## src/logic/dcache_pkg.sv

```systemverilog
package dcache_pkg;

    localparam int LINE_WORDS = 4;                  // Words per cache line
    localparam int WORD_SEL_W = 2;                  // Word offset inside a line

    // 128-bit line, indexable by word offset
    typedef logic [LINE_WORDS-1:0][31:0] line_t;

    // Miss handling states
    typedef enum logic [1:0] {
        DC_IDLE     = 2'd0,                         // Lookup, hits served here
        DC_WB_REQ   = 2'd1,                         // Dirty victim going out
        DC_FILL_REQ = 2'd2                          // Missing line coming in
    } dc_state_t;

endpackage

```

## src/logic/dcache_ctrl.sv

```systemverilog
`timescale 1ns/100ps

module dcache_ctrl
    import dcache_pkg::*;
#(
    parameter  int INDEX_BITS = 8,                  // Sets = 2**INDEX_BITS
    localparam int TAG_BITS   = 30 - INDEX_BITS - 2 // Word address minus index and offset
) (
    input  logic                         clk,
    input  logic                         rst_n,
    input  logic                         access,        // Aligned load or store
    input  logic                         rw,            // 1 = store
    input  logic [29:0]                  addr,          // Word address
    input  line_t                        store_line,    // Merged store line
    input  logic [TAG_BITS-1:0]          rd_tag0,
    input  logic [TAG_BITS-1:0]          rd_tag1,
    input  logic                         rd_valid0,
    input  logic                         rd_valid1,
    input  logic                         rd_dirty0,
    input  logic                         rd_dirty1,
    input  line_t                        rd_line0,
    input  line_t                        rd_line1,
    input  logic                         rd_lru,        // Way to replace next
    input  line_t                        l2_rd,         // Refill data
    input  logic                         l2_rdy,        // Transfer done pulse
    output line_t                        hit_line,
    output logic                         miss_stall,
    output logic                         way_we0,
    output logic                         way_we1,
    output logic [TAG_BITS-1:0]          wr_tag,
    output line_t                        wr_line,
    output logic                         wr_dirty,
    output logic                         lru_we,
    output logic                         lru_val,
    output logic                         drq,           // Next level request
    output logic                         drq_we,        // 1 = write-back
    output logic [TAG_BITS+INDEX_BITS-1:0] drq_addr,    // Line address
    output line_t                        drq_wd
);

    dc_state_t             state;                   // Miss FSM
    logic                  drq_q;                   // Request level
    logic                  victim_q;                // Way picked at miss time
    logic [TAG_BITS-1:0]   tag;
    logic [INDEX_BITS-1:0] index;
    logic                  hit0;
    logic                  hit1;
    logic                  hit;
    logic                  miss;
    logic                  victim;                  // Victim for a fresh miss
    logic                  victim_dirty;
    logic                  fill_done;               // Refill arrives this cycle
    logic                  store_hit;

    assign tag   = addr[29:INDEX_BITS+2];
    assign index = addr[INDEX_BITS+1:2];

    // Tag compare on both ways
    assign hit0 = rd_valid0 && (rd_tag0 == tag);
    assign hit1 = rd_valid1 && (rd_tag1 == tag);
    assign hit  = access && (state == DC_IDLE) && (hit0 || hit1);
    assign miss = access && (state == DC_IDLE) && !(hit0 || hit1);

    assign hit_line   = hit1 ? rd_line1 : rd_line0;
    assign miss_stall = miss || (state != DC_IDLE); // Held until refill lands

    // Invalid way first, else LRU
    assign victim       = !rd_valid0 ? 1'b0 : (!rd_valid1 ? 1'b1 : rd_lru);
    assign victim_dirty = victim ? (rd_valid1 && rd_dirty1) : (rd_valid0 && rd_dirty0);

    assign fill_done = (state == DC_FILL_REQ) && drq_q && l2_rdy;
    assign store_hit = hit && rw;

    // Array writes, store hit or refill
    assign way_we0  = (store_hit && !hit1) || (fill_done && !victim_q);
    assign way_we1  = (store_hit && hit1) || (fill_done && victim_q);
    assign wr_tag   = tag;
    assign wr_line  = fill_done ? l2_rd : store_line;
    assign wr_dirty = !fill_done;                   // Refill clean, store dirty

    assign lru_we  = hit;                           // Other way becomes victim
    assign lru_val = !hit1;

    // Next level port, addresses the victim during write-back
    assign drq      = drq_q;
    assign drq_we   = drq_q && (state == DC_WB_REQ);
    assign drq_addr = (state == DC_WB_REQ) ?
                      {(victim_q ? rd_tag1 : rd_tag0), index} : {tag, index};
    assign drq_wd   = victim_q ? rd_line1 : rd_line0;

    always_ff @(posedge clk or negedge rst_n) begin
        if (!rst_n) begin
            state    <= DC_IDLE;
            drq_q    <= 1'b0;
            victim_q <= 1'b0;
        end else begin
            case (state)
                DC_IDLE: begin
                    if (miss) begin
                        victim_q <= victim;         // Fix the way for this miss
                        drq_q    <= 1'b1;
                        state    <= victim_dirty ? DC_WB_REQ : DC_FILL_REQ;
                    end
                end
                DC_WB_REQ: begin
                    if (l2_rdy) begin
                        drq_q <= 1'b0;              // Drop one cycle between transfers
                        state <= DC_FILL_REQ;
                    end
                end
                DC_FILL_REQ: begin
                    if (fill_done) begin
                        drq_q <= 1'b0;
                        state <= DC_IDLE;           // Access hits next cycle
                    end else begin
                        drq_q <= 1'b1;              // Re-raise after write-back
                    end
                end
                default: begin
                    state <= DC_IDLE;
                end
            endcase
        end
    end

endmodule

```

## config.mk

```make
export PLATFORM = sky130hd
export DESIGN_NAME = dcache_ctrl
export DESIGN_NICKNAME = d
export VERILOG_FILES = /design/src/logic/dcache_pkg.sv /design/src/logic/dcache_ctrl.sv
export SDC_FILE = /design/constraint.sdc
export NUM_CORES = 1
export LEC_CHECK = 0
export BUFFER_PORTS_ARGS = -buffer_cell sky130_fd_sc_hd__clkbuf_2
export CAP_MARGIN = 0
export CORE_AREA = 2 2 397 399
export DETAILED_ROUTE_END_ITERATION = 16
export DIE_AREA = 0 0 399 401
export SLEW_MARGIN = 5
export SYNTH_ARGS = -nofsm -noshare
export SYNTH_HDL_FRONTEND = slang
export SYNTH_SLANG_ARGS = --single-unit
export TNS_END_PERCENT = 50
```

## constraint.sdc

```tcl
create_clock -name clk -period 3.6 [get_ports clk]
set_clock_uncertainty 0.05 [all_clocks]
set_input_delay 0.36 -clock clk [delete_from_list [all_inputs] [get_ports clk]]
set_output_delay 0.36 -clock clk [all_outputs]
set_load 0.02 [all_outputs]
```

**After elaboration in Yosys (flattened, before gate mapping)**

Cells that the tools add are included.

- Bits in registers: 4
- Bits of input ports: 592
- Output and inout port bits: 440
- Word-level logic and storage cells: 56

- Muxes and demuxes: 17
- Reductions and logical operators: 29
- Equality and inequality tests: 7

Operator list:

| cell | count |
|---|---|
| two-way mux 128 bit | 3 |
| equality test 20 bit | 2 |
| two-way mux 28 bit | 1 |
| two-way mux 20 bit | 1 |
| logical AND 1 bit | 15 |
| two-way mux 2 bit | 4 |
| two-way mux 1 bit | 6 |
| != test 2 bit (second input constant) | 3 |
| one-hot mux 2 bit (3 select lines) | 1 |
| AND reduction 3 bit | 2 |
| logical NOT 1 bit | 4 |
| logical OR 1 bit | 4 |
| one-hot mux 1 bit (3 select lines) | 1 |
| nonzero test 3 bit | 1 |
| equality test 2 x 1 -> 1 bit (second input constant) | 1 |
| equality test 2 bit (second input constant) | 1 |
| logical NOT 2 bit | 1 |
| AND reduction 2 bit | 1 |
| nonzero test 2 bit | 1 |

**Logic depth before layout (Yosys ltp)**

- Depth in word-level cells: 7
- Mapped depth: 8

**Worst setup path after synthesis**

Ideal clock, no wire load.

- Kind: input to output
- Start: input port rd_tag1[13]
- End: output port hit_line[122] (netlist name)
- Setup slack: 1.304 ns
- Stages on the path: 7
- Buffers on the path: 2
- Required time: 3.190 ns
- Arrival time: 1.886 ns
- Path through: xnor2_1 -> nand4_1 -> nor4_1 -> nand4_1 -> buf_4 -> buf_6 -> mux2_1

RTL lines:

| element | line | text |
|---|---|---|
| start, declared | dcache_ctrl.sv:16 | `input logic [TAG_BITS-1:0] rd_tag1,` |
| end, declared | dcache_ctrl.sv:26 | `output line_t hit_line,` |

==> impl_summary.log <==
[metrics] worst setup path category: in -> out
[metrics] most frequent standard cell in the layout excluding fill and tap cells: sky130_fd_sc_hd__clkbuf_2
[metrics] sequential share of the synthesized area: 1.71%
[metrics] DR iter-0 viols: 829
[metrics] global-route wire length before repair: 162000 µm
[metrics] number of standard-cell rows in the floorplan: 145
[metrics] number of nets in the layout: 2162
[metrics] minimum period implied by the final worst setup slack: 3350 ps
[metrics] clock latency on the worst-skew pair: 230 ps
[metrics] Max Transition Viols Final: 0
[metrics] post-detailed-placement half-perimeter wirelength: 134000 µm
[metrics] Netlist cell types: 29
[metrics] Std-Cell Core Area: 156000 µm²
[metrics] TritonCTS clock tree: yes
[metrics] DR vias/cell: 3.02
[metrics] internal cell power: 0.00212 W
[metrics] crit path from: addr[13]
[metrics] Syn Area/Cell: 9.61 µm²
[metrics] syn_nets: 1202
[metrics] DRC violation count after routing: 0
[metrics] GRT Util Overall: 16.8%
[metrics] hold path startpoint: l2_rdy
[metrics] pwr/cell area: 442 nW/µm²
[metrics] share of final-layout standard cells stronger than drive strength 1: 87.1%
[metrics] clock network power share: 3.1%
[metrics] Hold/Removal Path Class: in -> reg
[metrics] clock net sink count: 4
[metrics] synthesized instance count: 610
[metrics] DR WL/cell: 38.5 µm
[metrics] die height: 401 µm
[metrics] peak clock frequency supported by timing: 299 MHz
[metrics] total power draw: 0.00597 W
[metrics] Port Buffers: 1013
[metrics] Die Span X: 399 µm
[metrics] run status: completed
[metrics] unrepaired setup endpoints after global routing: no
[metrics] required time of the critical path: 3190 ps
[metrics] final setup violation count: 0
[metrics] Worst Path Arrival: 2940 ps
[metrics] area of the die: 160000 µm²
[metrics] final wirelength: 141000 µm
[metrics] buffer type at the clock tree root: sky130_fd_sc_hd__clkbuf_16
[metrics] combinational group share of total power: 93.3%
[metrics] I/O pins: 1032
[metrics] Netlist Area Pre-Place: 5860 µm²
[metrics] startpoint class of the critical path: primary input
[metrics] Least-Margin Pin Slew: 827 ps
[metrics] post-synthesis sequential element count: 4
[metrics] routability cong.: 1.20
[metrics] largest net degree at the start of global routing: 117
[metrics] number of detailed-route iterations in the first pass: 8
[metrics] via count: 11100
[metrics] headroom to the max-slew limit: 44.8%
[metrics] leftover overflow at the end of global routing: 0
[metrics] clock-pin slew reported for the worst setup and hold paths after clock tree synthesis: 30 ps
[metrics] number of failing hold endpoints at the final stage: 0
[metrics] final critical-path share of the clock period: 92.9%
[metrics] effective utilization at floorplan: 3.77%
[metrics] setup_tns: 0 ps
[metrics] reported leakage power: 6.38 nW
[metrics] number of global-route vias before repair: 10000
[metrics] number of antenna-violating nets in the routed design: 0
[metrics] sequential fraction of design power: 3.5%
[metrics] maximum vdd ir drop: 0.000512 V
[metrics] number of violations of the max-capacitance limit: 0
[metrics] leading cell types in the layout, fill and taps excluded: sky130_fd_sc_hd__clkbuf_2 (1011), sky130_fd_sc_hd__mux2_2 (330), sky130_fd_sc_hd__mux2_1 (55), sky130_fd_sc_hd__xnor2_1 (32), sky130_fd_sc_hd__o21ai_0 (24)
[metrics] warning count from the yosys run: 0
[metrics] maximum count of clock buffers along a single path: 2
[metrics] Sw Pwr: 0.00385 W
[metrics] antenna violations before repair: 250
[metrics] # H-tree levels: 1
[metrics] area grow syn2layout: 130%
[metrics] count of placed standard cells in the final layout, fillers left out: 3670
[metrics] total instance count after detailed placement: 3622
[metrics] worst r2r src: state[0]$_DFFE_PN0P_
[metrics] cts bufs inserted: 3
[metrics] switching part of the total power: 64.4%
[metrics] CP endpoint kind: output pin
[metrics] Critical Path Fanout Max: 60
## metal layers
layer / track usage [%] / up-vias / part of all wire [%]
met5: 2.60 / - / 1.0
met3: 13.0 / 535 / 18
li1: - / 4217 / -
met1: 15.3 / 5055 / 30
met2: 29.3 / 1104 / 48
met4: 3.06 / 170 / 3.1
## Yosys cell counts (all sizes together)
master | count | area share [%]
buf | 55 | 6.2
nand2b | 1 | 0.11
a311oi | 1 | 0.15
and2 | 1 | 0.11
o21ai | 24 | 2.0
xor2 | 8 | 1.2
nor2b | 1 | 0.11
a31o | 1 | 0.15
clkbuf | 23 | 1.5
mux2 | 385 | 74
nand4b | 1 | 0.15
nor2 | 3 | 0.19
mux2i | 21 | 3.6
inv | 4 | 0.26
nand3b | 1 | 0.13
nand3 | 4 | 0.34
nor3b | 1 | 0.13
a211o | 1 | 0.15
nor4 | 4 | 0.43
o22ai | 2 | 0.21
dfrtp | 4 | 1.7
nand2 | 23 | 1.5
o2bb2ai | 1 | 0.15
nand4 | 8 | 0.85
xnor2 | 32 | 4.8
## logic make-up after synthesis
group           after synthesis  share of synthesized area (%)
mux                         406                           77.5
buf+inv                      82                           7.90
compound gates               30                           2.86
flops                         4                           1.71
simple gates                 48                           4.01
xor+xnor                     40                           5.98
## final cells by class
cell class / instances / area (µm²)
clock buffers: 4 / 78.8
multi-input cells: 524 / 5300
repair buffers: 1033 / 5330
well taps: 2058 / 2570
flip-flops and latches: 4 / 104
diodes: 43 / 108
inverters: 4 / 15.0
fillers: 18400 / 142000
## critical path: stages
cell,delay (ps)
sky130_fd_sc_hd__clkbuf_2,170
sky130_fd_sc_hd__xnor2_1,460
sky130_fd_sc_hd__nand4_1,190
sky130_fd_sc_hd__nor4_1,230
sky130_fd_sc_hd__buf_4,200
sky130_fd_sc_hd__nand4_1,120
sky130_fd_sc_hd__buf_4,240
sky130_fd_sc_hd__buf_12,210
sky130_fd_sc_hd__mux2_2,300
sky130_fd_sc_hd__clkbuf_2,340
## sequential cells by signal, summed over array words and instances, names as in the netlist
| register | count |
|---|---|
| victim_q | 1 |
| drq | 1 |
| state | 2 |
## timing repair
| item | CTS | global route |
|---|---|---|
| resized for setup | 0 | 0 |
| buffers inserted | 0 | 0 |
| hold buffers | 1 | 0 |
| hold endpoints to repair | 4 | 0 |
## power by group through the flow
stage                     Combinational, W  Clock [W]  Sequential, W
after CTS                          0.00558   0.000189       0.000222
after detailed placement           0.00555          0       0.000223
after global placement             0.00552          0       0.000218
final                              0.00557   0.000187       0.000211
after global routing               0.00578   0.000191       0.000219
after floorplan                    0.00292          0      0.0000792
## worst paths after layout
check,depth (start not counted),to,slack [ps]
max,10,hit_line[25],250
min,2,state[0]$_DFFE_PN0P_,340
max reg2reg,3,victim_q$_DFFE_PN0P_,2060
min reg2reg,2,drq$_DFFE_PN0P_,590
max in group asynchronous,2,victim_q$_DFFE_PN0P_,2690
min in group asynchronous,2,victim_q$_DFFE_PN0P_,590
## through the flow
step           hold slack (ps)  utilization, %  setup WS [ps]  cell area (µm²)
6_report                   341            8.68            255            13500
5_1_grt                    369            8.64           94.6            13500
4_1_cts                    339            8.61            208            13400
3_5_place_dp               190            8.55            213            13300
3_3_place_gp               189            8.55            210            13300
2_1_floorplan             14.4               -           1300             5860
No activity file was read; power rests on OpenSTA's default activity.
