<file path="src/logic/cpu_pkg.sv">
package cpu_pkg;

    localparam int WORD_WIDTH = 32;                 // Data path width
    localparam int REG_ADDR_W = 5;                  // 32 general purpose registers

    typedef logic [WORD_WIDTH-1:0] word_t;          // One data word
    typedef logic [REG_ADDR_W-1:0] reg_addr_t;      // GPR index

    // Memory operation carried in EX/MEM
    typedef enum logic [1:0] {
        MEM_OP_NOP = 2'd0,                          // No memory access
        MEM_OP_LDW = 2'd1,                          // Word load
        MEM_OP_STW = 2'd2                           // Word store
    } mem_op_t;

endpackage

</file>
<file path="src/logic/dcache_pkg.sv">
package dcache_pkg;

    localparam int LINE_WORDS = 4;                  // Words per cache line
    localparam int WORD_SEL_W = 2;                  // Word offset inside a line

    // 128-bit line, indexable by word offset
    typedef logic [LINE_WORDS-1:0][31:0] line_t;

    // Miss handling states
    typedef enum logic [1:0] {
        DC_IDLE     = 2'd0,                         // Lookup, hits served here
        DC_WB_REQ   = 2'd1,                         // Dirty victim going out
        DC_FILL_REQ = 2'd2                          // Missing line coming in
    } dc_state_t;

endpackage

</file>
<file path="src/logic/mem_ctrl.sv">
`timescale 1ns/100ps

module mem_ctrl
    import cpu_pkg::*, dcache_pkg::*;
(
    input  logic                  ex_en,            // EX/MEM entry valid
    input  mem_op_t               ex_mem_op,        // Memory operation
    input  word_t                 ex_mem_wr_data,   // Store data
    input  word_t                 ex_out,           // Byte address or ALU result
    input  line_t                 hit_line,         // Line of the hit way
    output logic                  access,           // Aligned cache access
    output logic                  rw,               // 1 = store
    output logic                  miss_align,       // Low address bits set
    output logic [WORD_SEL_W-1:0] word_sel,         // Word offset in line
    output line_t                 store_line,       // Hit line with store merged
    output word_t                 out               // Stage result
);

    logic is_ld;                                    // Word load decoded
    logic is_st;                                    // Word store decoded
    logic is_mem;                                   // Either memory op

    assign is_ld  = ex_en && (ex_mem_op == MEM_OP_LDW);
    assign is_st  = ex_en && (ex_mem_op == MEM_OP_STW);
    assign is_mem = is_ld || is_st;

    // Word ops need a 4-byte aligned address
    assign miss_align = is_mem && (ex_out[1:0] != 2'b00);
    assign access     = is_mem && !miss_align;      // Misaligned never reaches cache
    assign rw         = is_st;
    assign word_sel   = ex_out[WORD_SEL_W+1:2];     // Bits above the byte offset

    // Store merge, only the addressed word changes
    always_comb begin
        store_line           = hit_line;
        store_line[word_sel] = ex_mem_wr_data;
    end

    // Load picks its word, everything else passes the ALU result
    always_comb begin
        if (is_ld && !miss_align) begin
            out = hit_line[word_sel];
        end else begin
            out = ex_out;
        end
    end

endmodule

</file>
<file path="config.mk">
export PLATFORM = sky130hd
export DESIGN_NAME = mem_ctrl
export DESIGN_NICKNAME = d
export VERILOG_FILES = /design/src/logic/cpu_pkg.sv /design/src/logic/dcache_pkg.sv /design/src/logic/mem_ctrl.sv
export SDC_FILE = /design/constraint.sdc
export NUM_CORES = 1
export LEC_CHECK = 0
export ABC_AREA = 1
export BUFFER_PORTS_ARGS = -buffer_cell sky130_fd_sc_hd__buf_4
export CAP_MARGIN = 20
export CORE_AREA = 2 2 140 142
export DETAILED_ROUTE_END_ITERATION = 12
export DIE_AREA = 0 0 142 144
export PLACE_DENSITY_LB_ADDON = 0.15
export SETUP_SLACK_MARGIN = 0.2
export SYNTH_ARGS = -nofsm -noshare
export SYNTH_HDL_FRONTEND = slang
export SYNTH_SLANG_ARGS = --single-unit
</file>
<file path="constraint.sdc">
create_clock -name vclk -period 0.95
set_clock_uncertainty 0.1 [all_clocks]
set_input_delay 0.0475 -clock vclk [all_inputs]
set_output_delay 0.0475 -clock vclk [all_outputs]
set_load 0.05 [all_outputs]
</file>
[Word level (Yosys, flattened, before mapping)]
Index checks and enable logic that the tools add are counted.
Word-level totals
  register bits: 0
  latch bits: 0
  RAM bits: 0
  bits in read-only memories: 0
  output and inout port bits: 165
  logic and storage cells: 19
  memories kept: 0
Cells by class
  add/subtract/negate cells: 0
  multiply operators: 0
  div/mod/pow operators: 0
  $lt $le $gt $ge: 2
  equality and inequality tests: 2
  shift operators: 0
  mux-type cells: 6
  bitwise operators: 0
  reduce and logical (&&, ||, !) cells: 9
Operators by type and width (number)
  $bwmux 128: 1
  $mux 32: 3
  $bmux 32 s2: 1
  $demux 32 s2: 1
  $logic_and 1x1->1: 6
  $lt 2x3->1 const B: 1
  $eq 2x1->1 const B: 1
  $eq 2x2->1 const B: 1
  $ge 2x1->1 const B: 1
  $reduce_bool 2->1: 1
  $logic_not 1->1: 1
  $logic_or 1x1->1: 1

[Logic depth before layout (Yosys ltp)]
Gate-level depths: netlist of run 1.
  word-level depth: 7
  gate-level depth with buffers: 10
  mapped depth without buffers: 7

[Worst setup path before layout of run 1]
Ideal clock, no wire load.
  path kind: input to output
  start: in ex_out[3]
  end: out store_line[10] (netlist name)
  data arrival time: 1377 ps
  data required time: 802 ps
  setup slack: -574 ps
  cell stages on the path: 5
  buffers on the path: 2
  cell sequence: buf_4 -> nor2_4 -> buf_2 -> nor2_1 -> a21oi_1
RTL lines
  start, declared: line mem_ctrl.sv:9  | input word_t ex_out,
  end, declared: line mem_ctrl.sv:15  | output line_t store_line,

==> impl_metrics.yaml, run 1 <==
floorplanning:
  io_pins: 360
  initial_core_util_pct: 16.3
  die_x_um: 142
  rows: 51
  die_y_um: 144
  die-area_sq_mm: 0.0204
  coreArea_sq_mm: 0.0191
timing:
  rsz0062_at_grt: "true"
  max_freq_mhz: 783
  setup_tns_ns: -37.55
  finalHoldViolations: 0
  setup_viol: 162
  min_period_ns: 1.28
  tightestPinTransition_ns: 0.388
  period_share_pct: 134
  finalMaxSlewViolations: 0
  setup_slack_ns: -0.328
  relSlewSlack_pct: 74.1
run_status:
  status: "finished, violations left"
  violations: "negative setup slack"
logic_synthesis:
  ys_types: 16
  yosysWarningCount: 0
  synth_nets: 937
  synth_top_cell_by_area: "nand2_1"
  yosys-top-cells-area: "nand2_1, o21ai_1, a21oi_1"
  yosysSeqAreaShare_pct: 0
  synth_top_area_share_pct: 57.9
  synth_area_per_cell_sq_um: 4.18
  netlist_area_sq_mm: 0.00310
  synth_cells: 742
critical_path:
  cpLargestDelayFamily: "buffers and inverters"
  cp_cell_sequence: "buf_12 -> buf_6 -> nor2_4 -> buf_12 -> buf_16 -> buf_12 -> nor2_4 -> a21oi_4 -> buf_6"
  crit_required_ns: 0.80
  cp_slowest_stage_delay_ns: 0.17
  worstPathMaxFanout: 6
  slowest_stage: "buf_6"
  path_class: "primary input to primary output"
  cpMostUsedCell: "buf_12"
  arrival_ns: 1.13
  end_kind: "primary output"
  start_kind: "primary input"
  critPathBufInv: 6
global_routing:
  antenna_found_initial: 0
  grt_pass1_wl_mm: 35.5
  grt_pass1_vias: 6058
  grt_max_degree: 27
  grtUsageTotal_pct: 22.2
  grt.overflow.total: 0
final_layout:
  seq_cells: 0
  nets: 1353
  area_growth_pct: 244
  regArea_sq_um: 0
  fin_area_sq_mm: 0.0107
  final_cell_mix: "nand2_1, buf_4, buf_6"
  final_cells: 1394
  diodes: 0
  layout_commonest_cell: "nand2_1"
  drive_above_1_share_pct: 63.0
  nClkBuffers: 0
hold_path:
  hold_class: "primary input to primary output"
  whs_path_depth: 4
  hold_end: "store_line[61]"
  min_from: "hit_line[61]"
detailed_routing:
  via_count: 6381
  routed_via_density: 4.58
  ant_nets: 0
  drtIter0Drc: 171
  drtPass1Iterations: 4
  routed_wl_mm: 25.7
  drc_errors: 0
  wl_per_cell_um: 18.4
placement:
  dp_hpwl_mm: 17.5
  io_buffers: 360
  place_congestion: 0.820
  placed_area_sq_mm: 0.00838
  dp_cells: 1353
power_and_ir_drop:
  p_leak_nw: 5.26
  power_density_mw_per_mm2: 711
  vdd_drop_max_mv: 0.391
cts:
  cts_hold_buf: 0
job:
  maxCapViolCount: 0
==> power by group <==
group / total [mW] / switching (mW) / internal (mW)
clock network: 0 / 0 / 0
logic: 7.58 / 4.41 / 3.17
registers: 0 / 0 / 0
==> logic make-up after synthesis <==
group / count (synthesis) / synth area share, %
and+or+nand+nor: 519 / 63.5
AOI/OAI and AO/OA: 130 / 21.0
buffers and inverters: 93 / 15.4
==> per-stage QoR <==
step	hold WS, ns	util [%]	total power [mW]	setup WS [ns]
2_1_floorplan	0.162	-	4.15	-0.135
3_3_place_gp	0.361	43.9	6.21	-0.370
3_5_place_dp	0.361	43.9	6.23	-0.365
4_1_cts	0.338	51.4	7.14	-0.343
5_1_grt	0.347	55.9	7.93	-0.372
6_report	0.336	55.9	7.58	-0.328
==> worst min-delay path: stages <==
cell and delay (ns):
buf_4 0.10, nand2_4 0.04, o21ai_4 0.05, buf_6 0.15
==> synthesized netlist by cell type <==
library cell / number
a21boi_0: 1
a21oi_1: 33
buf_1: 2
buf_2: 32
buf_4: 10
buf_6: 7
clkbuf_1: 3
inv_1: 36
inv_2: 3
nand2_1: 479
nand2_2: 2
nand2_4: 1
nand3_1: 2
nor2_1: 34
nor2_4: 1
o21ai_1: 96
==> timing repair <==
| item | CTS | global route |
|---|---|---|
| cloned | 11 | 12 |
| gates resized for setup | 262 | 135 |
| pin swaps | 13 | 19 |
| setup endpoints to repair | 165 | 165 |
| setup buffers | 12 | 6 |
| hold endpoints to repair | 0 | 0 |
==> worst max-delay path by stage <==
stage / start / end / slack (ns) / cells after the start
final: ex_out[2] / store_line[25] / -0.33 / 9
after global routing: ex_out[2] / store_line[25] / -0.37 / 9
after CTS: ex_out[2] / store_line[25] / -0.34 / 9
after detailed placement: ex_out[2] / store_line[26] / -0.36 / 7
after global placement: ex_out[2] / out[12] / -0.37 / 10
after floorplan: ex_out[2] / store_line[66] / -0.13 / 6
==> layout make-up <==
cell class                 instances  area, sq um
multi-input combinational        651         4870
fill                            1817         8420
inverter                          39          179
tap                              238          298
timing repair buffer             466         5310
==> per-layer routing <==
metal / GRT usage [%] / up-vias / wire length (um)
met1: 28.1 / 2981 / 10500
met2: 41.5 / 243 / 13400
met3: 2.88 / 22 / 1400
li1: - / 3135 / -
met5: 0 / - / 0
met4: 2.11 / 0 / 361
Power figures use the tool's default switching activity.
==> run 2: changes to the inputs <==
Settings changed: CORE_AREA 2 2 140 142 to 3 3 137 139, DIE_AREA 0 0 142 144 to 0 0 140 142.
==> run 2 against run 1 <==
Net effect:
- the run still ends with negative setup slack left
- power down 0.23%
- critical path type unchanged
- worst hold slack got worse by 0.0098 ns
- cell area up 0.20%
- setup slack gained 0.023 ns
- core utilization rose by 4.2 points
- critical path depth is 1 lower
==> impl_metrics.yaml, run 2 (synthesis results as in run 1) <==
run_status:
  status: "finished, violations left"
  violations: "negative setup slack"
floorplanning:
  initial_core_util_pct: 17.5
  die-area_sq_mm: 0.0199
  coreArea_sq_mm: 0.0178
  die_y_um: 142
  io_pins: 360
  rows: 49
  die_x_um: 140
critical_path:
  cp_cell_sequence: "buf_12 -> nor2_4 -> buf_6 -> buf_6 -> buf_12 -> nor2_2 -> a21oi_4 -> buf_6"
  start_kind: "primary input"
  crit_required_ns: 0.80
  critPathBufInv: 5
  slowest_stage: "buf_6"
  path_class: "primary input to primary output"
  cpMostUsedCell: "buf_6"
  worstPathMaxFanout: 8
  cpLargestDelayFamily: "buffers and inverters"
  arrival_ns: 1.11
  end_kind: "primary output"
  cp_slowest_stage_delay_ns: 0.17
timing:
  setup_viol: 162
  finalMaxSlewViolations: 0
  max_freq_mhz: 797
  rsz0062_at_grt: "true"
  tightestPinTransition_ns: 0.434
  period_share_pct: 132
  min_period_ns: 1.25
  relSlewSlack_pct: 71.0
  setup_slack_ns: -0.304
  finalHoldViolations: 0
final_layout:
  nFillCells: 1568
  final_cell_mix: "nand2_1, buf_4, o21ai_4"
  regArea_sq_um: 0
  area_growth_pct: 244
  fin_area_sq_mm: 0.0107
  diodes: 0
  seq_cells: 0
  layout_commonest_cell: "nand2_1"
  drive_above_1_share_pct: 62.6
  nets: 1359
  multi_input_area_sq_mm: 0.00481
  nClkBuffers: 0
detailed_routing:
  routed_via_density: 4.53
  wl_per_cell_um: 18.0
  routed_wl_mm: 25.1
  ant_nets: 0
  via_count: 6303
  drtPass1Iterations: 5
  drtIter0Drc: 187
  drc_errors: 0
power_and_ir_drop:
  p_leak_nw: 5.41
  total_power_mw: 7.56
  vdd_drop_max_mv: 0.452
  power_density_mw_per_mm2: 708
global_routing:
  grt_pass1_vias: 6263
  grt.overflow.total: 0
  grt_pass1_wl_mm: 35.6
  grt_max_degree: 31
  antenna_found_initial: 0
  grtUsageTotal_pct: 22.2
placement:
  dp_hpwl_mm: 17.5
  io_buffers: 360
  place_congestion: 0.851
  placed_area_sq_mm: 0.00845
cts:
  cts_hold_buf: 0
job:
  maxCapViolCount: 0
hold_path:
  hold_class: "primary input to primary output"
## run 2: cell type report
type / instances / share of cell area [%]
repair buffers: 473 / 50.6
multi-input cells: 650 / 45.1
well taps: 229 / 2.68
inverters: 39 / 1.63
## run 2: final timing paths
check,from,cells past startpoint,endpoint
worst max-delay path,ex_out[3],8,store_line[2]
worst min-delay path,ex_out[1],4,out[1]
## run 2: metal layers
| metal | part of all wire [%] | track usage, % |
|---|---|---|
| met1 | 38 | 26.4 |
| met2 | 55 | 43.4 |
| met3 | 6.1 | 3.16 |
| met4 | 1.4 | 2.70 |
| met5 | 0 | 0 |
## run 2: stage by stage
stage	TNS [ns]	cells	hold slack, ns	utilization [%]	setup WS, ns
finish	-30.28	1391	0.326	60.1	-0.304
global route	-37.27	1391	0.345	60.1	-0.332
CTS	-30.85	1380	0.329	56.6	-0.278
detailed placement	-44.98	1348	0.378	47.5	-0.366
global placement	-45.16	1348	0.375	47.5	-0.388
floorplan	-16.90	742	0.162	-	-0.135
## run 2: report_power, final
group | leakage, nW | internal [mW] | switching, mW | total [mW]
sequential | 0 | 0 | 0 | 0
combinational | 5.41 | 3.20 | 4.36 | 7.56
clock | 0 | 0 | 0 | 0
total | 5.41 | 3.20 | 4.36 | 7.56
## run 2: worst min-delay path, cell delays in order
cell and delay (ns):
buf_8 0.08, inv_1 0.05, nand2_4 0.06, buf_8 0.14
## run 2: repair_timing
item	4_1_cts	5_1_grt
pin swaps	23	11
buffers inserted	20	2
gates cloned	12	9
resized for setup	284	94
endpoints found under the setup margin	165	165
