--- src/logic/cpu_pkg.sv ---
package cpu_pkg;

    localparam int WORD_WIDTH = 32;                 // Data path width
    localparam int REG_ADDR_W = 5;                  // 32 general purpose registers

    typedef logic [WORD_WIDTH-1:0] word_t;          // One data word
    typedef logic [REG_ADDR_W-1:0] reg_addr_t;      // GPR index

    // Memory operation carried in EX/MEM
    typedef enum logic [1:0] {
        MEM_OP_NOP = 2'd0,                          // No memory access
        MEM_OP_LDW = 2'd1,                          // Word load
        MEM_OP_STW = 2'd2                           // Word store
    } mem_op_t;

endpackage

--- src/logic/mem_reg.sv ---
`timescale 1ns/100ps

module mem_reg
    import cpu_pkg::*;
(
    input  logic      clk,
    input  logic      rst_n,
    input  logic      stall,            // Hold MEM/WB
    input  logic      flush,            // Kill MEM/WB
    input  logic      miss_stall,       // Cache busy, insert bubble
    input  logic      miss_align,       // Misaligned access
    input  logic      ex_en,
    input  reg_addr_t ex_dst_addr,
    input  logic      ex_gpr_we_,
    input  word_t     out,              // Stage result
    output logic      mem_en,
    output reg_addr_t mem_dst_addr,
    output logic      mem_gpr_we_,      // Active low
    output word_t     mem_out
);

    logic hold;                         // Keep current contents

    assign hold = stall && !flush && !miss_stall;

    // Control bits, flush first, then miss bubble, then stall
    always_ff @(posedge clk or negedge rst_n) begin
        if (!rst_n) begin
            mem_en      <= 1'b0;
            mem_gpr_we_ <= 1'b1;
        end else if (flush || miss_stall) begin
            mem_en      <= 1'b0;        // Bubble
            mem_gpr_we_ <= 1'b1;
        end else if (!stall) begin
            mem_en      <= ex_en;
            mem_gpr_we_ <= miss_align ? 1'b1 : ex_gpr_we_;  // No write on misalign
        end
    end

    // Payload follows unless held
    always_ff @(posedge clk) begin
        if (!hold) begin
            mem_dst_addr <= ex_dst_addr;
            mem_out      <= out;
        end
    end

endmodule

--- config.mk ---
export PLATFORM = sky130hd
export DESIGN_NAME = mem_reg
export DESIGN_NICKNAME = d
export VERILOG_FILES = /design/src/logic/cpu_pkg.sv /design/src/logic/mem_reg.sv
export SDC_FILE = /design/constraint.sdc
export NUM_CORES = 1
export LEC_CHECK = 0
export BUFFER_PORTS_ARGS = -buffer_cell sky130_fd_sc_hd__buf_2
export CAP_MARGIN = 20
export CORE_MARGIN = 2
export CORE_UTILIZATION = 42
export DETAILED_ROUTE_END_ITERATION = 12
export GPL_TIMING_DRIVEN = 0
export PLACE_DENSITY = 0.84
export SLEW_MARGIN = 40
export SYNTH_ARGS = -nofsm -noshare
export SYNTH_HDL_FRONTEND = slang
export SYNTH_SLANG_ARGS = --single-unit
--- constraint.sdc ---
create_clock -name clk -period 1.55 [get_ports clk]
set_input_delay 0.155 -clock clk [delete_from_list [all_inputs] [get_ports clk]]
set_output_delay 0.155 -clock clk [all_outputs]
set_load 0.02 [all_outputs]
==> Word-level counts from Yosys, hierarchy flattened <==
Index checks and enable logic that the tools add are counted.
{ "classes": {"n_eq_ne": 1, "mux": 5, "reduce_logical": 5} }
{ "ops": {"columns": ["op", "n"], "rows": [
  ["$mux W1", 5],
  ["$logic_and A1 B1 Y1", 2],
  ["$logic_not A1 Y1", 2],
  ["$ne A2 B1 Y1 const B", 1],
  ["$logic_or A1 B1 Y1", 1]
]} }
{ "totals": {"word_cells": 15, "out_inout_bits": 39, "input_bits": 45, "regBits": 39} }

==> Depth between registers and ports, before layout <==
Gate-level depths: netlist of the first run.
{ "logic_depth": {"word_depth": 3, "mapped_depth": 2, "ltp_nobuf": 2} }

==> Least setup slack after synthesis of the first run <==
No wires, ideal clock.
{ "synth_timing": {"path_type": "input -> register", "from": "in flush", "to": "reg mem_dst_addr[0] (enable)", "setup_ps": 512, "n_path_buf": 0, "t_arrival_ps": 897, "path_stages": 2, "required_ps": 1038, "setup_slack_ps": 141, "path_cell_list": "nor2_1 nand2_1"} }
{ "synth_between": {"elab_chain_cells": 3} }
{ "synth_lines": {"columns": ["item", "line_no", "text"], "rows": [
  ["from (decl)", "mem_reg.sv:9", "input logic flush,"],
  ["$logic_not A1 Y1", "mem_reg.sv:24", "assign hold = stall && !flush && !miss_stall;"],
  ["$logic_and A1 B1 Y1 (2 in a row)", "mem_reg.sv:24", null],
  ["to (signal assigned)", "mem_reg.sv:43", "mem_dst_addr <= ex_dst_addr;"],
  ["to (decl)", "mem_reg.sv:17", "output reg_addr_t mem_dst_addr,"]
]} }
No other way between the ends.
A chain may end at the register's enable or synchronous reset.

==> flow_metrics.tcl, run 1 <==
set metrics [dict create \
    total_power_mw 2.154 \
    clkLatencyLatePin_ps 340 \
    synth_area_mm2 0.001206 \
    endpoint_kind "flop" \
    nFillCells 151 \
    cts_tree "built" \
    gp_congestion 0.6733 \
    io_pins 84 \
    grt_antenna_before_repair 0 \
    place_hpwl_mm 1.759 \
    holdWs_ps 109.4 \
    drtPass1Iterations 4 \
    first_iter_violations 16 \
    drc 0 \
    critPathLaunchType "flop" \
    grt_usage 0.2192 \
    synth_nets 91 \
    grt_pass1_wl_mm 4.954 \
    slew_headroom 0.4588 \
    grt_pass1_vias 1034 \
    final_cells 208 \
    viasPerCell 4.625 \
    r2r.worst_path.cells 3 \
    diodes 0 \
    setup_viol 0 \
    port_buffers 83 \
    r2r_slack_ps 250 \
    postCtsSetupBuffers 0 \
    drtAntennaViolNets 0 \
    reg2reg_to "mem_en$_DFFE_PN0P_" \
    worstPathRequired_ps 1780 \
    row_count 19 \
    ys_top_cells_by_area "edfxtp_1 92%, dfstp_2 2.2%, dfrtp_1 2.1%, mux2i_1 0.83%, nor3_2 0.83%" \
    area_growth_pct 76.04 \
    vias 962 \
    wirelength_mm 3.278 \
    crit_type "flop to flop" \
    status "finished, final reports clean" \
    synth_cell_type_count 10 \
    start_util 0.4412 \
    routedWlPerCell_um 15.76 \
    worstMarginPinSlew_ps 808.9 \
    drv_slew 0 \
    cp_max_fo 2 \
    htreeDepth 2 \
    cts_buffers 5 \
    clockRootBuffer "clkbuf_4" \
    ir_drop_v 0.0009272 \
    p_per_area_mw_per_mm2 1015 \
    cts.sinks 39 \
    r2r_start "mem_en$_DFFE_PN0P_" \
    path_clk_slew_ps 100 \
    clock.fmax_mhz 767.1 \
    rsz0062_at_grt "no" \
    min_period_ps 1304 \
    cts_max_path_buffers 2 \
    drive_above_1_share 0.5254 \
    hold_viol_final 0 \
    grt_max_degree 38 \
    syn_inst 46 \
    ys_seq_area_frac 0.9637 \
    crit_arrival_ps 1540 \
    hold_path.class "input pin to async pin" \
    dp.cells 160 \
    grt-ovfl-total 0 \
    synth_seq_cells 39 \
    syn_area_per_cell_um2 26.22 \
    core_mm2 0.002734 \
    die_w_um 57.59 \
    fin_worst_skew_ps 0 \
    leakage_nw 0.9539 \
    yosysWarnings 0 \
    fin_util 0.7767 \
    dieArea_mm2 0.003317 \
    layout.nets 221 \
    maxCapViolCount 0 \
    synth.largest_area_cell "edfxtp_1" \
    finalCritPeriodShare 0.8410 \
    fp.dieH_um 57.59 \
    synth_top_cell_area_share 0.9212 \
]
cell type report:
class	instances	area [um2]	share of cell area
Clock buffer	7	55.05	0.02593
Clock inverter	1	5.005	0.002357
Multi-Input combinational cell	7	46.29	0.02180
Sequential cell	39	1162	0.5474
Tap cell	31	38.79	0.01827
Timing Repair Buffer	123	815.8	0.3842
layer usage:
layer  vias to the layer above  part of all wire  GRT usage
li1                        443                 -          -
met1                       434              0.37     0.2402
met2                        75              0.47     0.3523
met3                        10              0.13     0.1088
met4                         0             0.027     0.1096
met5                         -                 0          0
sequential cells by signal, summed over array words and instances, names as in the netlist:
name          flops
mem_out          32
mem_gpr_we_       1
mem_en            1
mem_dst_addr      5
cell usage in the layout (no fill, tap or decap):
master	count
nor3_1	1
nor3_2	1
o21ai_0	1
buf_2	83
dfstp_2	1
edfxtp_1	37
dfrtp_1	1
clkbuf_1	1
nand2_2	1
clkbuf_4	5
clkinv_2	1
clkbuf_8	1
mux2i_1	1
dlygate4sd3_1	40
nor2_1	1
nor2b_1	1
critical path, stage by stage, from the launching register on:
cell,delay (ps)
dfrtp_1,420
mux2i_1,180
nor3_2,50
dlygate4sd3_1,550
report_power, final:
group | total (mW) | switching [mW] | internal (mW)
logic | 0.351 | 0.190 | 0.161
registers | 1.27 | 0.0251 | 1.25
clock network | 0.532 | 0.313 | 0.220
total | 2.15 | 0.528 | 1.63
kinds of logic after synthesis:
| logic type | count (synthesis) | synth area share |
|---|---|---|
| muxes | 1 | 0.008299 |
| DFF | 39 | 0.9637 |
| AOI/OAI and AO/OA | 1 | 0.004145 |
| and+or+nand+nor | 5 | 0.02385 |
worst max path at each step:
stage	start	end	slack, ps	cells past startpoint
6_report	mem_en$_DFFE_PN0P_	mem_en$_DFFE_PN0P_	250	3
5_1_grt	mem_en$_DFFE_PN0P_	mem_en$_DFFE_PN0P_	190	3
4_1_cts	mem_en$_DFFE_PN0P_	mem_en$_DFFE_PN0P_	280	3
3_5_place_dp	flush	mem_dst_addr[4]$_DFFE_PN_	120	3
3_3_place_gp	flush	mem_dst_addr[4]$_DFFE_PN_	-180	3
2_1_floorplan	flush	mem_dst_addr[0]$_DFFE_PN_	140	2
metrics by stage:
stage	area [um2]	TNS, ps	setup slack (ps)
3_5_place_dp	1663	0	118.0
5_1_grt	2123	0	191.2
2_1_floorplan	1206	0	141.1
4_1_cts	2123	0	279.8
3_3_place_gp	1660	-6641	-180.8
6_report	2123	0	246.5
Yosys cell counts:
master    count
dfrtp_1       1
edfxtp_1     37
nand2_1       1
nor2b_1       1
mux2i_1       1
nor2_1        1
nor3_1        1
o21ai_0       1
nor3_2        1
dfstp_2       1
timing repair:
action                     CTS  global route
hold endpoints to repair    40             0
gates resized for setup      0             0
setup endpoints to repair    0             0
hold buffers                40             0
Note: power is estimated with default switching activity, not from simulation.
==> run 2: changes to the inputs <==
--- a/config.mk
+++ b/config.mk
@@ -5,13 +5,14 @@
 export SDC_FILE = /design/constraint.sdc
 export NUM_CORES = 1
 export LEC_CHECK = 0
+export ABC_AREA = 1
 export BUFFER_PORTS_ARGS = -buffer_cell sky130_fd_sc_hd__buf_2
 export CAP_MARGIN = 20
 export CORE_MARGIN = 2
-export CORE_UTILIZATION = 42
+export CORE_UTILIZATION = 40
 export DETAILED_ROUTE_END_ITERATION = 12
 export GPL_TIMING_DRIVEN = 0
-export PLACE_DENSITY = 0.84
+export PLACE_DENSITY = 0.81
 export SLEW_MARGIN = 40
 export SYNTH_ARGS = -nofsm -noshare
 export SYNTH_HDL_FRONTEND = slang
==> constraint.sdc (replaced) <==
create_clock -name clk -period 1.28 [get_ports clk]
set_input_delay 0.128 -clock clk [delete_from_list [all_inputs] [get_ports clk]]
set_output_delay 0.128 -clock clk [all_outputs]
set_load 0.02 [all_outputs]
==> run 2 against run 1 <==
Effect of this change:
- design area up 0.94%
- wire length fell by 9.0%
- area after synthesis up 1.3%
- utilization fell by 5.7 points
- combinational power up 22%
==> flow_metrics.tcl, run 2 <==
set metrics [dict create \
    place_area_mm2 0.001682 \
    min_period_ps 1174 \
    nFillCells 193 \
    synth_seq_cells 39 \
    synth_cell_type_count 10 \
    finalCritPeriodShare 0.9173 \
    area_growth_pct 75.33 \
    crit_type "flop to output pin" \
    ir_drop_v 0.0008189 \
    drtPass1Iterations 3 \
    regMostFlops "mem_out" \
    clockRootBuffer "clkbuf_4" \
    drtAntennaViolNets 0 \
    synth_ff_type "edfxtp_1" \
    synth_area_mm2 0.001222 \
    drv_slew 0 \
    path_delay_family "flip-flops" \
    synthArstFlopShare 0.05128 \
    dp.cells 168 \
    gp_congestion 0.6511 \
    syn_inst 52 \
    p_per_area_mw_per_mm2 1280 \
    wirelength_mm 2.982 \
    endpoint_kind "output pin" \
    row_count 20 \
    min_path_cells 3 \
    core_mm2 0.002978 \
    yosysWarnings 0 \
    start_util 0.4105 \
    fp.dieH_um 59.28 \
    viasPerCell 4.294 \
    r2r.worst_path.cells 4 \
    path_cells "buf_2" \
    grt_usage 0.1806 \
    layout_commonest_cell "buf_2" \
    layout.nets 225 \
    grt-ovfl-total 0 \
    yosys-top-cells-count "37 x edfxtp_1, 5 x nand2_1, 2 x inv_1, 2 x nor2_1" \
    largest_reg_flops 32 \
    synth_nets 97 \
    port_buffers 83 \
    path_clk_slew_ps 110 \
    cts.sinks 39 \
    min_to "mem_gpr_we_$_DFFE_PN1P_" \
    cts_tree "built" \
    grt_pass1_wl_mm 4.333 \
    clkLatencyLatePin_ps 330 \
    routedWlPerCell_um 13.93 \
    critPathLaunchType "flop" \
    htreeDepth 2 \
    worstPathRequired_ps 1150 \
    synth.largest_area_cell "edfxtp_1" \
    io_pins 84 \
    cts_buffers 5 \
    syn_area_per_cell_um2 23.51 \
    setup_viol 0 \
    holdWs_ps 50.82 \
    rsz0062_at_grt "no" \
    leakage_nw 0.9815 \
    maxCapViolCount 0 \
    reg2reg_to "mem_gpr_we_$_DFFE_PN1P_" \
    hold_path.class "input pin to flop" \
    min_from "ex_gpr_we_" \
    die_w_um 59.28 \
    postCtsSetupBuffers 0 \
    worstMarginPinSlew_ps 466.5 \
    status "finished, final reports clean" \
    layout_common_cells "83 x buf_2, 38 x dlygate4sd3_1, 37 x edfxtp_1" \
    crit_arrival_ps 1050 \
    total_power_mw 2.744 \
    fin_area_mm2 0.002143 \
    synth_top_cell_area_share 0.9089 \
    ys_seq_area_frac 0.9509 \
    synth.most_common_cell "edfxtp_1" \
    crit_slowest_cell "dfstp_2" \
    synth_edf_count 37 \
    crit_buf_inv 1 \
    grt_max_degree 38 \
    fin_worst_skew_ps 0 \
    slew_headroom 0.6888 \
    clock.fmax_mhz 851.7 \
    r2r_slack_ps 440 \
    grt_pass1_vias 955 \
    ys_top_cells_by_area "edfxtp_1 91%, dfstp_2 2.1%, dfrtp_1 2.0%, nand2_1 1.5%, nor2_4 0.92%" \
    r2r_start "mem_gpr_we_$_DFFE_PN1P_" \
    final_cells 214 \
    hold_viol_final 0 \
    grt_antenna_before_repair 0 \
    slowest_delay_ps 550 \
    drive_above_1_share 0.5249 \
    postCtsResizedCells 0 \
    diodes 0 \
    largest_registers "mem_out (32), mem_dst_addr (5)" \
    cts_max_path_buffers 2 \
    vias 919 \
    first_iter_violations 17 \
    dieArea_mm2 0.003514 \
    cp_max_fo 2 \
    drc 0 \
]
[run 2: cell count changes in the layout (fill, tap and decap cells not counted), sizes merged]
| cell | delta |
|---|---|
| bufinv | +1 |
| inv | +3 |
| nor3 | -2 |
| nor2 | +2 |
| clkinv | +1 |
| mux2i | -1 |
| nor2b | -1 |
| dlygate4sd3 | -2 |
| clkbuf | -2 |
| nand2 | +5 |
[run 2: cells by family (layout without fill, tap and decap cells)]
group	count (synthesis)	in the layout	synth area share
AO/OA/AOI/OAI	1	1	0.004090
AND/OR/NAND/NOR	9	9	0.03583
flip-flops	39	39	0.9509
buffers and inverters	3	132	0.009211
[run 2: what timing repair did]
action	CTS	global route
setup endpoints to repair	0	0
hold endpoints to repair	39	0
hold buffers	38	0
[run 2: area by class of cell]
cell class | count | area (um2) | share of cell area
Clock inverter | 3 | 38.79 | 0.01810
Sequential cell | 39 | 1162 | 0.5423
Tap cell | 33 | 41.29 | 0.01926
Multi-Input combinational cell | 10 | 56.30 | 0.02627
Timing Repair Buffer | 121 | 795.8 | 0.3713
Inverter | 3 | 11.26 | 0.005254
Clock buffer | 5 | 37.54 | 0.01751
[run 2: worst max path at each step]
stage | start | endpoint | cells past startpoint
6_report | mem_gpr_we_$_DFFE_PN1P_ | mem_gpr_we_ | 1
4_1_cts | mem_gpr_we_$_DFFE_PN1P_ | mem_gpr_we_ | 1
5_1_grt | mem_gpr_we_$_DFFE_PN1P_ | mem_gpr_we_ | 1
3_3_place_gp | flush | mem_out[16]$_DFFE_PN_ | 3
2_1_floorplan | flush | mem_dst_addr[0]$_DFFE_PN_ | 2
3_5_place_dp | flush | mem_out[23]$_DFFE_PN_ | 3
[run 2: routing by layer]
metal,part of all wire,track usage,vias to the layer above
met5,0,0,-
met1,0.35,0.1742,411
met3,0.081,0.06550,5
met2,0.56,0.3375,55
li1,-,-,448
met4,0.0084,0.07792,0
[run 2: stage by stage]
step                      TNS, ps  worst slack, ps  utilization
after detailed placement    -1977           -54.78       0.5647
after floorplan                 0            285.1            -
after CTS                       0            91.49       0.7181
after global placement          0            29.44       0.5647
final                           0            105.8       0.7197
after global routing            0            62.91       0.7197
[run 2: report_power, final]
group | switching (mW) | leakage [nW] | internal, mW
combinational | 0.234 | 0.530 | 0.195
clock | 0.380 | 0.0426 | 0.402
sequential | 0.0253 | 0.408 | 1.51
==> run 3: changes to the inputs <==
--- a/config.mk
+++ b/config.mk
@@ -6,13 +6,14 @@
 export NUM_CORES = 1
 export LEC_CHECK = 0
 export ABC_AREA = 1
-export BUFFER_PORTS_ARGS = -buffer_cell sky130_fd_sc_hd__buf_2
 export CAP_MARGIN = 20
 export CORE_MARGIN = 2
-export CORE_UTILIZATION = 40
+export CORE_UTILIZATION = 55
 export DETAILED_ROUTE_END_ITERATION = 12
+export DONT_BUFFER_PORTS = 1
 export GPL_TIMING_DRIVEN = 0
-export PLACE_DENSITY = 0.81
+export PLACE_DENSITY = 0.73
+export SKIP_LAST_GASP = 1
 export SLEW_MARGIN = 40
 export SYNTH_ARGS = -nofsm -noshare
 export SYNTH_HDL_FRONTEND = slang
==> run 3 against run 2 <==
Effect of this change:
- sequential power grew 10%
- setup slack gained 91 ps
- clock skew is the same
- sequential share of layout area grew 10 points
- design area shrank 16%
- clock-buffer cell count is the same
==> flow_metrics.tcl, run 3 (same netlist as run 2, synthesis figures left out) <==
set metrics [dict create \
    endpoint_kind "output pin" \
    swShare 0.2128 \
    viasPerCell 5.000 \
    worstPathRequired_ps 1150 \
    gp_congestion 0.6612 \
    core_mm2 0.002148 \
    setup_viol 0 \
    slew_headroom 0.6934 \
    drtPass1Iterations 4 \
    crit_type "flop to output pin" \
    path_clk_slew_ps 120 \
    holdWs_ps 254.5 \
    ir_drop_v 0.001809 \
    drtAntennaViolNets 0 \
    p_switching_mw 0.5999 \
    critPathLaunchType "flop" \
    worstMarginPinSlew_ps 459.5 \
    leakage_nw 0.6925 \
    layout.nets 147 \
    final.setup.tns_ps 0 \
    cp_max_fo 2 \
    regMostFlops "mem_out" \
    layout_commonest_cell "dlygate4sd3_1" \
    cts_tree "built" \
    postCtsSetupBuffers 0 \
    fin_worst_skew_ps 0 \
    maxCapViolCount 0 \
    grt_pass1_wl_mm 3.532 \
    port_buffers 0 \
    clock.fmax_mhz 922.9 \
    status "finished, final reports clean" \
    clockRootBuffer "clkbuf_4" \
    htreeDepth 2 \
    cts_max_path_buffers 2 \
    fp.dieH_um 51.15 \
    drive_above_1_share 0.1262 \
    finalCritPeriodShare 0.8465 \
    start_util 0.5690 \
    first_iter_violations 12 \
    grt_max_degree 38 \
    p_per_area_mw_per_mm2 1564 \
    largest_registers "mem_out (32), mem_dst_addr (5)" \
    clkLatencyLatePin_ps 340 \
    crit_arrival_ps 960 \
    largest_reg_flops 32 \
    drc 0 \
    row_count 17 \
    grt_antenna_before_repair 0 \
    dieArea_mm2 0.002616 \
    grt_usage 0.2053 \
    rsz0062_at_grt "no" \
    grt-ovfl-total 0 \
    routedWlPerCell_um 18.57 \
    layout_common_cells "42 x dlygate4sd3_1, 37 x edfxtp_1, 5 x clkbuf_4" \
    hold_path.class "input pin to flop" \
    place_hpwl_mm 1.345 \
    io_pins 84 \
    wirelength_mm 2.433 \
    min_period_ps 1084 \
    die_w_um 51.15 \
    grt_pass1_vias 698 \
    hold_viol_final 0 \
    cts.sinks 39 \
    vias 655 \
    p_int_mw 2.219 \
    combinationalPowerShare 0.050 \
    power_frac_seq 0.600 \
    area_growth_pct 47.49 \
    p_clk_frac 0.350 \
    cts_buffers 5 \
    drv_slew 0 \
    diodes 0 \
]
## run 3: layout make-up
cell class / instances / area [um2]
Fill cell: 105 / 345.3
Timing Repair Buffer: 43 / 432.9
Sequential cell: 39 / 1162
Multi-Input combinational cell: 10 / 56.30
Inverter: 3 / 11.26
Tap cell: 28 / 35.03
Clock buffer: 5 / 37.54
Clock inverter: 3 / 67.56
## run 3: metrics by stage
step | power, mW | worst slack [ps] | util | cell area, um2 | std cells
floorplan | 1.728 | 285.1 | - | 1225 | 52
global placement | 1.745 | 149.9 | 0.5865 | 1260 | 80
detailed placement | 1.753 | 108.5 | 0.5865 | 1260 | 80
CTS | 2.840 | 74.52 | 0.8358 | 1795 | 131
global route | 2.910 | 154.8 | 0.8393 | 1803 | 131
finish | 2.819 | 196.5 | 0.8393 | 1803 | 131
## run 3: worst register-to-register path, stage by stage, from the launching register on
cell     delay [ps]
dfstp_2         620
nand2_1          80
nand2_1          70
inv_1            40
nand2_1          50
## run 3: layer usage
layer / routed length, um / track usage / up-vias / part of all wire
li1: - / - / 295 / -
met1: 823 / 0.2017 / 307 / 0.34
met2: 1318 / 0.3571 / 49 / 0.54
met3: 255 / 0.08480 / 4 / 0.10
met4: 36 / 0.1216 / 0 / 0.015
met5: 0 / 0 / - / 0
## run 3: what timing repair did
action / in CTS / in global routing
hold endpoints to repair: 41 / 1
hold buffers: 43 / 1
gates resized for setup: 0 / 1
endpoints found under the setup margin: 0 / 1
## run 3: final timing paths
path                                    startpoint                 endpoint  slack [ps]  cells past startpoint
max in group asynchronous                    rst_n  mem_gpr_we_$_DFFE_PN1P_         530                      2
setup / recovery           mem_gpr_we_$_DFFE_PN1P_              mem_gpr_we_         200                      0
setup reg to reg           mem_gpr_we_$_DFFE_PN1P_  mem_gpr_we_$_DFFE_PN1P_         380                      4
hold / removal                               stall       mem_en$_DFFE_PN0P_         250                      4
hold reg to reg            mem_gpr_we_$_DFFE_PN1P_  mem_gpr_we_$_DFFE_PN1P_         650                      4
min in group asynchronous                    rst_n       mem_en$_DFFE_PN0P_         540                      2
## run 3: power by group through the flow
| stage | clock network [mW] | logic (mW) | registers (mW) |
|---|---|---|---|
| final | 0.987 | 0.141 | 1.69 |
| after global routing | 1.06 | 0.153 | 1.70 |
| after CTS | 1.01 | 0.136 | 1.69 |
| after detailed placement | 0 | 0.0291 | 1.72 |
| after global placement | 0 | 0.0269 | 1.72 |
| after floorplan | 0 | 0.0234 | 1.70 |
